## src/design/lock_pkg.sv

```systemverilog
`default_nettype none

package lock_pkg;

    typedef enum logic [1:0] {
        KEY_DIGIT     = 2'd0,
        KEY_ENTER     = 2'd1,
        KEY_CLEAR     = 2'd2,
        KEY_CLEAR_ALL = 2'd3
    } key_kind_e;

    typedef enum logic [1:0] {
        TONE_CLICK = 2'd0,
        TONE_PASS  = 2'd1,
        TONE_FAIL  = 2'd2
    } tone_kind_e;

    typedef struct packed {
        logic      valid;
        key_kind_e kind;
        logic [3:0] digit; // bcd, only meaningful for KEY_DIGIT
    } key_evt_t;

    typedef struct packed {
        logic       valid;
        tone_kind_e kind;
    } tone_req_t;

    // one-hot bit positions of the keypad lines
    localparam int unsigned KEY_BIT_ENTER     = 0;
    localparam int unsigned KEY_BIT_CLEAR     = 12;
    localparam int unsigned KEY_BIT_CLEAR_ALL = 8;
    localparam int unsigned KEY_DIGIT_COUNT   = 10;
    localparam int unsigned KEY_BIT_DIGIT [KEY_DIGIT_COUNT] = '{3, 7, 6, 5, 11, 10, 9, 15, 14, 13};

    localparam int unsigned CODE_DIGITS  = 3;
    localparam logic [11:0] SECRET_CODE  = 12'h246; // msd first
    localparam logic [3:0]  DIGIT_BLANK  = 4'hF;
    localparam logic [11:0] DISP_PASS    = 12'hBCC;
    localparam logic [11:0] DISP_LOCKOUT = 12'h000;
    localparam logic [2:0]  MAX_TRIES    = 3'd6;

    // tone timing in clock cycles, sized for simulation
    localparam logic [15:0] CLICK_HALF     = 16'd4;
    localparam logic [15:0] CLICK_LEN      = 16'd64;
    localparam logic [15:0] PASS_HALF      = 16'd2;
    localparam logic [15:0] PASS_LEN       = 16'd192;
    localparam logic [15:0] FAIL_HALF      = 16'd8;
    localparam logic [15:0] FAIL_LEN       = 16'd288;
    localparam logic [15:0] FAIL_GAP_START = 16'd96;
    localparam logic [15:0] FAIL_GAP_END   = 16'd192;

endpackage

`default_nettype wire

```

## src/design/alert_tone.sv

```systemverilog
`default_nettype none

module alert_tone import lock_pkg::*; (
    input  wire             clk,
    input  wire             rst_n,
    input  wire tone_req_t  tone_req,
    output logic            buzzer
);

    logic        active_q;
    tone_kind_e  kind_q;
    logic [15:0] dur_q;   // cycles since the request
    logic [15:0] half_q;  // cycles in the current half period
    logic [15:0] half_sel;
    logic [15:0] len_sel;
    logic        in_gap;

    always_comb begin
        case (kind_q)
            TONE_PASS: begin
                half_sel = PASS_HALF;
                len_sel  = PASS_LEN;
            end
            TONE_FAIL: begin
                half_sel = FAIL_HALF;
                len_sel  = FAIL_LEN;
            end
            default: begin
                half_sel = CLICK_HALF;
                len_sel  = CLICK_LEN;
            end
        endcase
        // fail tone goes silent in the middle of its pattern
        in_gap = (kind_q == TONE_FAIL)
              && (dur_q >= (FAIL_GAP_START - 16'd1)) // judged for the next cycle
              && (dur_q < (FAIL_GAP_END - 16'd1));
    end

    always_ff @(posedge clk or negedge rst_n) begin
        if (!rst_n) begin
            active_q <= 1'b0;
            kind_q   <= TONE_CLICK;
            dur_q    <= 16'd0;
            half_q   <= 16'd0;
            buzzer   <= 1'b0;
        end else if (tone_req.valid) begin // restart on any request
            active_q <= 1'b1;
            kind_q   <= tone_req.kind;
            dur_q    <= 16'd0;
            half_q   <= 16'd0;
            buzzer   <= 1'b1;
        end else if (active_q) begin
            dur_q <= dur_q + 16'd1;
            if (dur_q == (len_sel - 16'd1)) begin
                active_q <= 1'b0;
                buzzer   <= 1'b0;
            end else if (in_gap) begin
                half_q <= 16'd0;
                buzzer <= 1'b0;
            end else if (half_q == (half_sel - 16'd1)) begin
                half_q <= 16'd0;
                buzzer <= ~buzzer;
            end else begin
                half_q <= half_q + 16'd1;
            end
        end
    end

    a_quiet_when_idle: assert property (@(posedge clk) disable iff (!rst_n)
        !active_q |-> !buzzer);

endmodule

`default_nettype wire

```

## src/design/code_entry.sv

```systemverilog
`default_nettype none

module code_entry import lock_pkg::*; (
    input  wire             clk,
    input  wire             rst_n,
    input  wire key_evt_t   key_evt,
    input  wire             reject_clear,
    input  wire             lockout,
    output logic     [11:0] digits,
    output logic            complete
);

    logic [1:0] count_q;  // number of digits held
    logic       do_clear;
    logic       do_shift;

    always_comb begin
        do_clear = reject_clear
                || (key_evt.valid && (key_evt.kind == KEY_CLEAR))
                || (key_evt.valid && (key_evt.kind == KEY_CLEAR_ALL));
        do_shift = key_evt.valid
                && (key_evt.kind == KEY_DIGIT)
                && !lockout
                && (count_q < CODE_DIGITS);
    end

    always_ff @(posedge clk or negedge rst_n) begin
        if (!rst_n) begin
            digits  <= {3{DIGIT_BLANK}};
            count_q <= 2'd0;
        end else if (do_clear) begin
            digits  <= {3{DIGIT_BLANK}};
            count_q <= 2'd0;
        end else if (do_shift) begin
            digits  <= {digits[7:0], key_evt.digit}; // new digit enters on the right
            count_q <= count_q + 2'd1;
        end
    end

    always_comb begin
        complete = (count_q == CODE_DIGITS);
    end

    // a full entry never shows an empty position
    a_complete_filled: assert property (@(posedge clk) disable iff (!rst_n)
        complete |-> ((digits[11:8] != DIGIT_BLANK)
                   && (digits[7:4] != DIGIT_BLANK)
                   && (digits[3:0] != DIGIT_BLANK)));

endmodule

`default_nettype wire

```

## src/design/code_lock_top.sv

```systemverilog
`default_nettype none

module code_lock_top import lock_pkg::*; (
    input  wire         clk,
    input  wire         rst_n,
    input  wire  [15:0] onehot,
    output logic [11:0] display,
    output logic        unlocked,
    output logic        locked_out,
    output logic  [2:0] tries,
    output logic        buzzer
);

    key_evt_t    key_evt;
    tone_req_t   tone_req;
    logic [11:0] digits;
    logic        complete;
    logic        reject_clear;

    key_decoder u_key_decoder (
        .clk     (clk),
        .rst_n   (rst_n),
        .onehot  (onehot),
        .key_evt (key_evt)
    );

    code_entry u_code_entry (
        .clk          (clk),
        .rst_n        (rst_n),
        .key_evt      (key_evt),
        .reject_clear (reject_clear),
        .lockout      (locked_out), // blocks digit keys
        .digits       (digits),
        .complete     (complete)
    );

    lock_controller u_lock_controller (
        .clk          (clk),
        .rst_n        (rst_n),
        .key_evt      (key_evt),
        .digits       (digits),
        .complete     (complete),
        .lockout      (locked_out),
        .reject_clear (reject_clear),
        .tone_req     (tone_req),
        .tries        (tries),
        .unlocked     (unlocked),
        .display      (display)
    );

    alert_tone u_alert_tone (
        .clk      (clk),
        .rst_n    (rst_n),
        .tone_req (tone_req),
        .buzzer   (buzzer)
    );

endmodule

`default_nettype wire

```

## src/design/key_decoder.sv

```systemverilog
`default_nettype none

module key_decoder import lock_pkg::*; (
    input  wire             clk,
    input  wire             rst_n,
    input  wire      [15:0] onehot,
    output key_evt_t        key_evt
);

    logic [15:0] sample_q; // onehot at the last edge
    logic [15:0] prev_q;   // onehot one edge before that
    key_evt_t    decoded;

    function automatic key_evt_t decode_key(input logic [15:0] lines);
        key_evt_t evt;
        evt = '0;
        if (lines == (16'h1 << KEY_BIT_ENTER)) begin
            evt.valid = 1'b1;
            evt.kind  = KEY_ENTER;
        end else if (lines == (16'h1 << KEY_BIT_CLEAR)) begin
            evt.valid = 1'b1;
            evt.kind  = KEY_CLEAR;
        end else if (lines == (16'h1 << KEY_BIT_CLEAR_ALL)) begin
            evt.valid = 1'b1;
            evt.kind  = KEY_CLEAR_ALL;
        end else begin
            for (int d = 0; d < KEY_DIGIT_COUNT; d++) begin
                if (lines == (16'h1 << KEY_BIT_DIGIT[d])) begin
                    evt.valid = 1'b1;
                    evt.kind  = KEY_DIGIT;
                    evt.digit = 4'(d);
                end
            end
        end
        return evt; // zero lines or several set bits stay invalid
    endfunction

    always_comb begin
        decoded = decode_key(sample_q);
    end

    always_ff @(posedge clk or negedge rst_n) begin
        if (!rst_n) begin
            sample_q <= '0;
            prev_q   <= '0;
            key_evt  <= '0;
        end else begin
            sample_q <= onehot;
            prev_q   <= sample_q;
            key_evt  <= (sample_q != prev_q) ? decoded : '0; // only on a change
        end
    end

    a_evt_on_change: assert property (@(posedge clk) disable iff (!rst_n)
        key_evt.valid |-> ($past(sample_q) != $past(prev_q)));

endmodule

`default_nettype wire

```

## src/design/lock_controller.sv

```systemverilog
`default_nettype none

module lock_controller import lock_pkg::*; (
    input  wire             clk,
    input  wire             rst_n,
    input  wire key_evt_t   key_evt,
    input  wire      [11:0] digits,
    input  wire             complete,
    output logic            lockout,
    output logic            reject_clear,
    output tone_req_t       tone_req,
    output logic      [2:0] tries,
    output logic            unlocked,
    output logic     [11:0] display
);

    logic code_match;

    always_comb begin
        code_match = (digits == SECRET_CODE);
    end

    always_ff @(posedge clk or negedge rst_n) begin
        if (!rst_n) begin
            lockout      <= 1'b0;
            reject_clear <= 1'b0;
            tone_req     <= '0;
            tries        <= 3'd0;
            unlocked     <= 1'b0;
        end else begin
            reject_clear <= 1'b0; // strobes by default
            tone_req     <= '0;
            if (key_evt.valid && lockout) begin
                if (key_evt.kind == KEY_CLEAR_ALL) begin // only way out
                    lockout  <= 1'b0;
                    tries    <= 3'd0;
                    tone_req <= '{valid: 1'b1, kind: TONE_CLICK};
                end
            end else if (key_evt.valid) begin
                tone_req <= '{valid: 1'b1, kind: TONE_CLICK};
                case (key_evt.kind)
                    KEY_ENTER: begin
                        if (complete && !unlocked && code_match) begin
                            unlocked <= 1'b1;
                            tone_req <= '{valid: 1'b1, kind: TONE_PASS};
                        end else if (complete && !unlocked) begin
                            reject_clear <= 1'b1;
                            tries        <= tries + 3'd1;
                            tone_req     <= '{valid: 1'b1, kind: TONE_FAIL};
                            if (tries == (MAX_TRIES - 3'd1)) begin
                                lockout <= 1'b1; // this failure is the last allowed
                            end
                        end
                    end
                    KEY_CLEAR: begin
                        unlocked <= 1'b0;
                    end
                    KEY_CLEAR_ALL: begin
                        unlocked <= 1'b0;
                        tries    <= 3'd0;
                    end
                    default: ; // digits only click
                endcase
            end
        end
    end

    always_comb begin
        if (lockout) begin
            display = DISP_LOCKOUT;
        end else if (unlocked) begin
            display = DISP_PASS;
        end else begin
            display = digits;
        end
    end

    a_state_exclusive: assert property (@(posedge clk) disable iff (!rst_n)
        !(unlocked && lockout));

endmodule

`default_nettype wire

```

## config.mk

```make
export PLATFORM = sky130hd
export DESIGN_NAME = code_lock_top
export DESIGN_NICKNAME = d
export VERILOG_FILES = /design/src/design/lock_pkg.sv /design/src/design/alert_tone.sv /design/src/design/code_entry.sv /design/src/design/code_lock_top.sv /design/src/design/key_decoder.sv /design/src/design/lock_controller.sv
export SDC_FILE = /design/constraint.sdc
export NUM_CORES = 1
export LEC_CHECK = 0
export CAP_MARGIN = 20
export CELL_PAD_IN_SITES_DETAIL_PLACEMENT = 2
export CELL_PAD_IN_SITES_GLOBAL_PLACEMENT = 2
export CORE_ASPECT_RATIO = 0.9
export CORE_UTILIZATION = 38
export DETAILED_ROUTE_END_ITERATION = 10
export DONT_BUFFER_PORTS = 1
export HOLD_SLACK_MARGIN = 0.02
export PLACE_DENSITY = 0.73
export RECOVER_POWER = 50
export SLEW_MARGIN = 20
export SYNTH_ARGS = -nofsm -noshare
export SYNTH_HDL_FRONTEND = slang
export SYNTH_HIERARCHICAL = 1
export SYNTH_SLANG_ARGS = --single-unit
```

## constraint.sdc

```tcl
create_clock -name clk -period 2.1 [get_ports clk]
set_input_delay 0.21 -clock clk [delete_from_list [all_inputs] [get_ports clk]]
set_output_delay 0.21 -clock clk [all_outputs]
set_load 0.05 [all_outputs]
```

# Word-level counts from Yosys, hierarchy flattened
# Cells that the tools add are included.
# word_totals
wordCells	155
register_bits	98
input_bits	18
# op_classes
n_lt_le_gt_ge	3
muxes	66
n_bitwise	2
eq_ne	30
n_addsub	6
reduce_logical	30
# ops
cell	n
$mux 16	7
$mux 7	11
$mux 12	4
$mux 3	13
$add 16x1->16 const B	2
$eq 16x16->1	2
$mux 1	21
$pmux 9 s2	1
$eq 16x1->1 const B	1
$eq 16x10->1 const B	1
$eq 16x11->1 const B	1
$eq 16x12->1 const B	1
$eq 16x13->1 const B	1
$eq 16x14->1 const B	1
$eq 16x15->1 const B	1
$eq 16x16->1 const B	1
$eq 16x4->1 const B	1
$eq 16x6->1 const B	1
$eq 16x7->1 const B	1
$eq 16x8->1 const B	1
$eq 16x9->1 const B	1
$ge 16x7->1 const B	1
$lt 16x8->1 const B	1
$ne 16x16->1	1
other kinds (30)	60

# Longest topological paths before layout
# logic_depth
word_depth	15
ltp_mapped	8

# By module
# The synthesis kept the hierarchy.
# by_module_without_submodules
mod	cells_per_inst	seq_area_each_um2	instances	area_each_um2
alert_tone	235	900.9	1	2311.0
key_decoder	124	975.9	1	1632.8
code_entry	45	365.4	1	619.3
lock_controller	67	200.2	1	603.1

# Worst setup path before layout
# No wires, ideal clock.
# synth_path
path_type	flip-flop to flip-flop
from	register u_alert_tone.kind_q[1]
to	register u_alert_tone.half_q[12]
path_stages_with_launch	9
required_ns	2.005
path_slack_ns	0.026
arrival_ns	1.979
period_less_slack_ns	2.074
setup_time_ns	0.095
path_cell_list	dfrtp_1 -> inv_1 -> ha_1 -> xnor2_1 -> a311o_1 -> a41o_4 -> nand4bb_4 -> buf_12 -> o32ai_2
# synth_via
elab_chain_len	9
word_cells_on_any_way	17
# synth_rtl
element	line_no	text
from (decl)	alert_tone.sv:11	tone_kind_e kind_q;
from (signal assigned)	alert_tone.sv:48	kind_q <= tone_req.kind;
$eq 2x2->1 / $eq 2x1->1 (equally long branches)	alert_tone.sv:19, alert_tone.sv:34	
$pmux 4 s2	alert_tone.sv:19	case (kind_q)
$sub 4x1->5	alert_tone.sv:60	end else if (half_q == (half_sel - 16'd1)) begin
$eq 16x16->1	alert_tone.sv:60	
$mux 16	alert_tone.sv:60	
$mux 16	alert_tone.sv:57	end else if (in_gap) begin
$mux 16	alert_tone.sv:54	if (dur_q == (len_sel - 16'd1)) begin
$mux 16	alert_tone.sv:52	end else if (active_q) begin
$mux 16	alert_tone.sv:46	end else if (tone_req.valid) begin
to (signal assigned)	alert_tone.sv:64	half_q <= half_q + 16'd1;
to (decl)	alert_tone.sv:13	logic [15:0] half_q;
# Parallel ways exist; a longest one is shown, timed or not. The select of a mux whose other input is x is not followed.
# A chain may end at the register's enable or synchronous reset.

# Worst setup path in the final report
# layout_path
from	register u_alert_tone.dur_q[9]
to	register u_alert_tone.half_q[7]
# layout_via
elab_chain_len	7
word_cells_on_any_way	11
# layout_rtl
element	line_no	text
from (decl)	alert_tone.sv:12	logic [15:0] dur_q;
from (signal assigned)	alert_tone.sv:53	dur_q <= dur_q + 16'd1;
$ge 16x7->1	alert_tone.sv:35	&& (dur_q >= (FAIL_GAP_START - 16'd1))
$logic_and 1x1->1	alert_tone.sv:35	
$logic_and 1x1->1	alert_tone.sv:36	&& (dur_q < (FAIL_GAP_END - 16'd1));
$mux 16	alert_tone.sv:57	
$mux 16	alert_tone.sv:54	
$mux 16	alert_tone.sv:52	
$mux 16	alert_tone.sv:46	
# Parallel ways exist; a longest one is shown, timed or not. The select of a mux whose other input is x is not followed.

==> impl_metrics.ini <==
[worst_setup_path]
reg2reg_depth = 6
end_kind = flop
ff2ff_setup_slack_ps = 20
critPathKind = reg -> reg
endpoint = u_alert_tone/half_q[7]
cp_data_required_time_ps = 2350
critPathLaunchType = flop
cp-startpoint = u_alert_tone/dur_q[9]
worstPathArrival_ps = 2330
r2r-end = u_alert_tone/half_q[7]
crit_fanout = 15
rr_startpoint = u_alert_tone/dur_q[9]

[clock_network]
clockRootBuffer = clkbuf_16
cts_buffers = 9
cts_tree = built
htree_levels = 3
clk_pin_slew_ps = 70
cts.sinks = 97
insertion_delay_ps = 350
cts_buffer_depth = 2
hold_buffers = 16

[global_route]
grt_pass1_wl_mm = 23.3
grt-ovfl-total = 0
grt_max_degree = 98
grt_usage = 0.211
grt_pass1_vias = 4387
antenna_found_initial = 0

[layout]
drive_above_1_share = 0.271
syn2layout_area_growth_pct = 19.0
final_cell_count_no_fill = 695
layout.nets = 549
mostFrequentLayoutCell = dfrtp_1
final_cell_mix = dfrtp_1, buf_4, nor2_1
antennaDiodeCount = 0

[routing]
wl_mm = 13.9
route.detailed.drc = 4
drt-initial-drc-count = 138
vias = 3878
dr_wl_met2_mm = 7.16
wl_met3_um = 349
ant_nets = 0
first_pass_iters = 7
routed_via_density = 5.58
top_layer_used = met4
routedWlPerCell_um = 20.0
wl_met1_mm = 6.14

[floorplanning]
start_util = 0.388
fp-row-count = 40
core-area_sq_um = 13300
die_area_sq_um = 14100
dieWidth_um = 125
io_pins = 36
dieHeight_um = 113

[yosys]
ys.warnings.count = 6
synth-main-ff-cell = dfrtp_1
synth_edf_count = 0
synth_seq_area_share = 0.473
synth_area_sq_um = 5170
syn_avg_cell_area_sq_um = 11.0
syn_nets = 498
ys_async_sr_fraction = 1.00
ys_ff_latch = 97
netlist_instances = 471
synthDistinctLibCells = 71

[power]
ir_drop_uv = 569
total_power_uw = 3840
power_per_cell_area_nw_per_um2 = 624
power_leakage_uw = 0.00248

[place]
hpwl_mm = 8.99
port_buffers = 0
dp.cells = 656
gp_congestion = 0.773
pre_cts_ws_ps = -168

[sta]
max-slew-margin-rel = 0.639
setup_ws_ps = 17.4
skew_ps = 9.83
fmax_ghz = 0.480
drv_slew = 0
period_share = 0.992
hold_ws_ps = -448
rsz0062_at_grt = true
hold_viol = 97
setup_tns_ps = 0
setup_viol = 0
period_needed_ps = 2080
tightest_slew_ps = 536

[status]
status = complete, but fails checks
violations = DRC, hold timing

[flow_run]
max_cap_violations = 0

[hold_path]
min_path_type = in -> async
==> per-layer routing <==
metal | up-vias | track usage
met5 | - | 0
met4 | 0 | 0.0577
met3 | 19 | 0.0496
met2 | 46 | 0.365
met1 | 2003 | 0.265
li1 | 1810 | -
==> kinds of logic after synthesis <==
group / share of synthesized area
AO/OA/AOI/OAI: 0.114
XOR/XNOR: 0.0763
adder cells (fa/ha/maj): 0.0218
buffers and inverters: 0.0480
flip-flops: 0.473
multiplexers: 0.00775
AND/OR/NAND/NOR: 0.260
==> worst min-delay path by stage <==
stage / from / to / slack (ps) / cells after the start
after floorplan: rst_n / u_alert_tone/active_q / -90 / 0
after global routing: rst_n / u_key_decoder/sample_q[1] / -470 / 0
after CTS: rst_n / u_alert_tone/half_q[5] / -460 / 0
after detailed placement: rst_n / u_alert_tone/dur_q[4] / -80 / 0
after global placement: rst_n / u_alert_tone/dur_q[4] / -80 / 0
final: rst_n / u_key_decoder/sample_q[1] / -450 / 0
==> layout make-up <==
type	count	area, sq um
Clock buffer	11	253
Inverter	14	55.1
Multi-Input combinational cell	332	2580
Fill cell	1364	7170
Timing Repair Buffer	68	566
Clock inverter	5	41.3
Tap cell	168	210
Sequential cell	97	2440
==> sequential cells by signal (all words and copies together) (netlist names) <==
| register | cells |
|---|---|
| u_code_entry/count_q | 2 |
| u_key_decoder/prev_q | 16 |
| u_alert_tone/kind_q | 2 |
| u_lock_controller/unlocked | 1 |
| u_alert_tone/buzzer | 1 |
| u_lock_controller/lockout | 1 |
| u_code_entry/digits | 12 |
| u_alert_tone/dur_q | 16 |
| u_alert_tone/half_q | 16 |
| u_lock_controller/tries | 3 |
| u_key_decoder/key_evt | 7 |
| u_lock_controller/reject_clear | 1 |
| u_lock_controller/tone_req | 2 |
| u_alert_tone/active_q | 1 |
| u_key_decoder/sample_q | 16 |
==> power breakdown <==
part           internal, uW  leakage [uW]  total (uW)  switching [uW]
sequential             1920       0.00122        1980            56.1
combinational           112       0.00111         220             108
clock                   884      0.000147        1640             754
total                  2920       0.00248        3840             918
==> cells in the mapped netlist, types with 4 or more instances <==
library cell,number,area [sq um]
o22a_2,10,100
or4_4,5,56.3
and2_1,8,50.1
a31oi_1,7,43.8
xor2_1,13,114
nor2_1,45,169
xnor2_1,32,280
dfstp_2,12,315
nand2b_1,10,62.6
o32ai_1,4,35.0
nand4_1,17,106
inv_1,14,52.6
nand3b_1,8,60.1
mux2i_1,4,40.0
nor3_1,10,50.1
and3_1,5,31.3
nor4_1,11,68.8
o21ai_0,10,50.1
o211ai_2,4,50.1
dfrtp_1,85,2130
buf_6,6,67.6
clkbuf_1,15,56.3
nor4_2,4,50.1
or3_1,7,43.8
a21oi_1,4,20.0
nand4b_1,7,61.3
nand3_1,14,70.1
ha_1,9,113
nand2_1,26,97.6
==> worst max-delay path, cell delays in order, from the launching register on <==
cell and delay, ps:
dfrtp_1 380, or4_4 550, nor4_4 280, a41o_4 290, buf_6 180, a31oi_1 80
o32ai_1 240
==> what timing repair did <==
| action | in CTS | in global routing |
|---|---|---|
| endpoints found under the hold margin | 113 | 97 |
| gates cloned | 1 | 0 |
| endpoints found under the setup margin | 14 | 19 |
| setup buffers | 4 | 2 |
| resized for setup | 7 | 15 |
| pin swaps | 2 | 3 |
==> metrics by stage <==
stage          cell area (sq um)  utilization
2_1_floorplan               5170            -
3_3_place_gp                5530        0.415
3_5_place_dp                5530        0.415
4_1_cts                     6060        0.455
5_1_grt                     6150        0.462
6_report                    6150        0.462
Power figures use the tool's default switching activity.
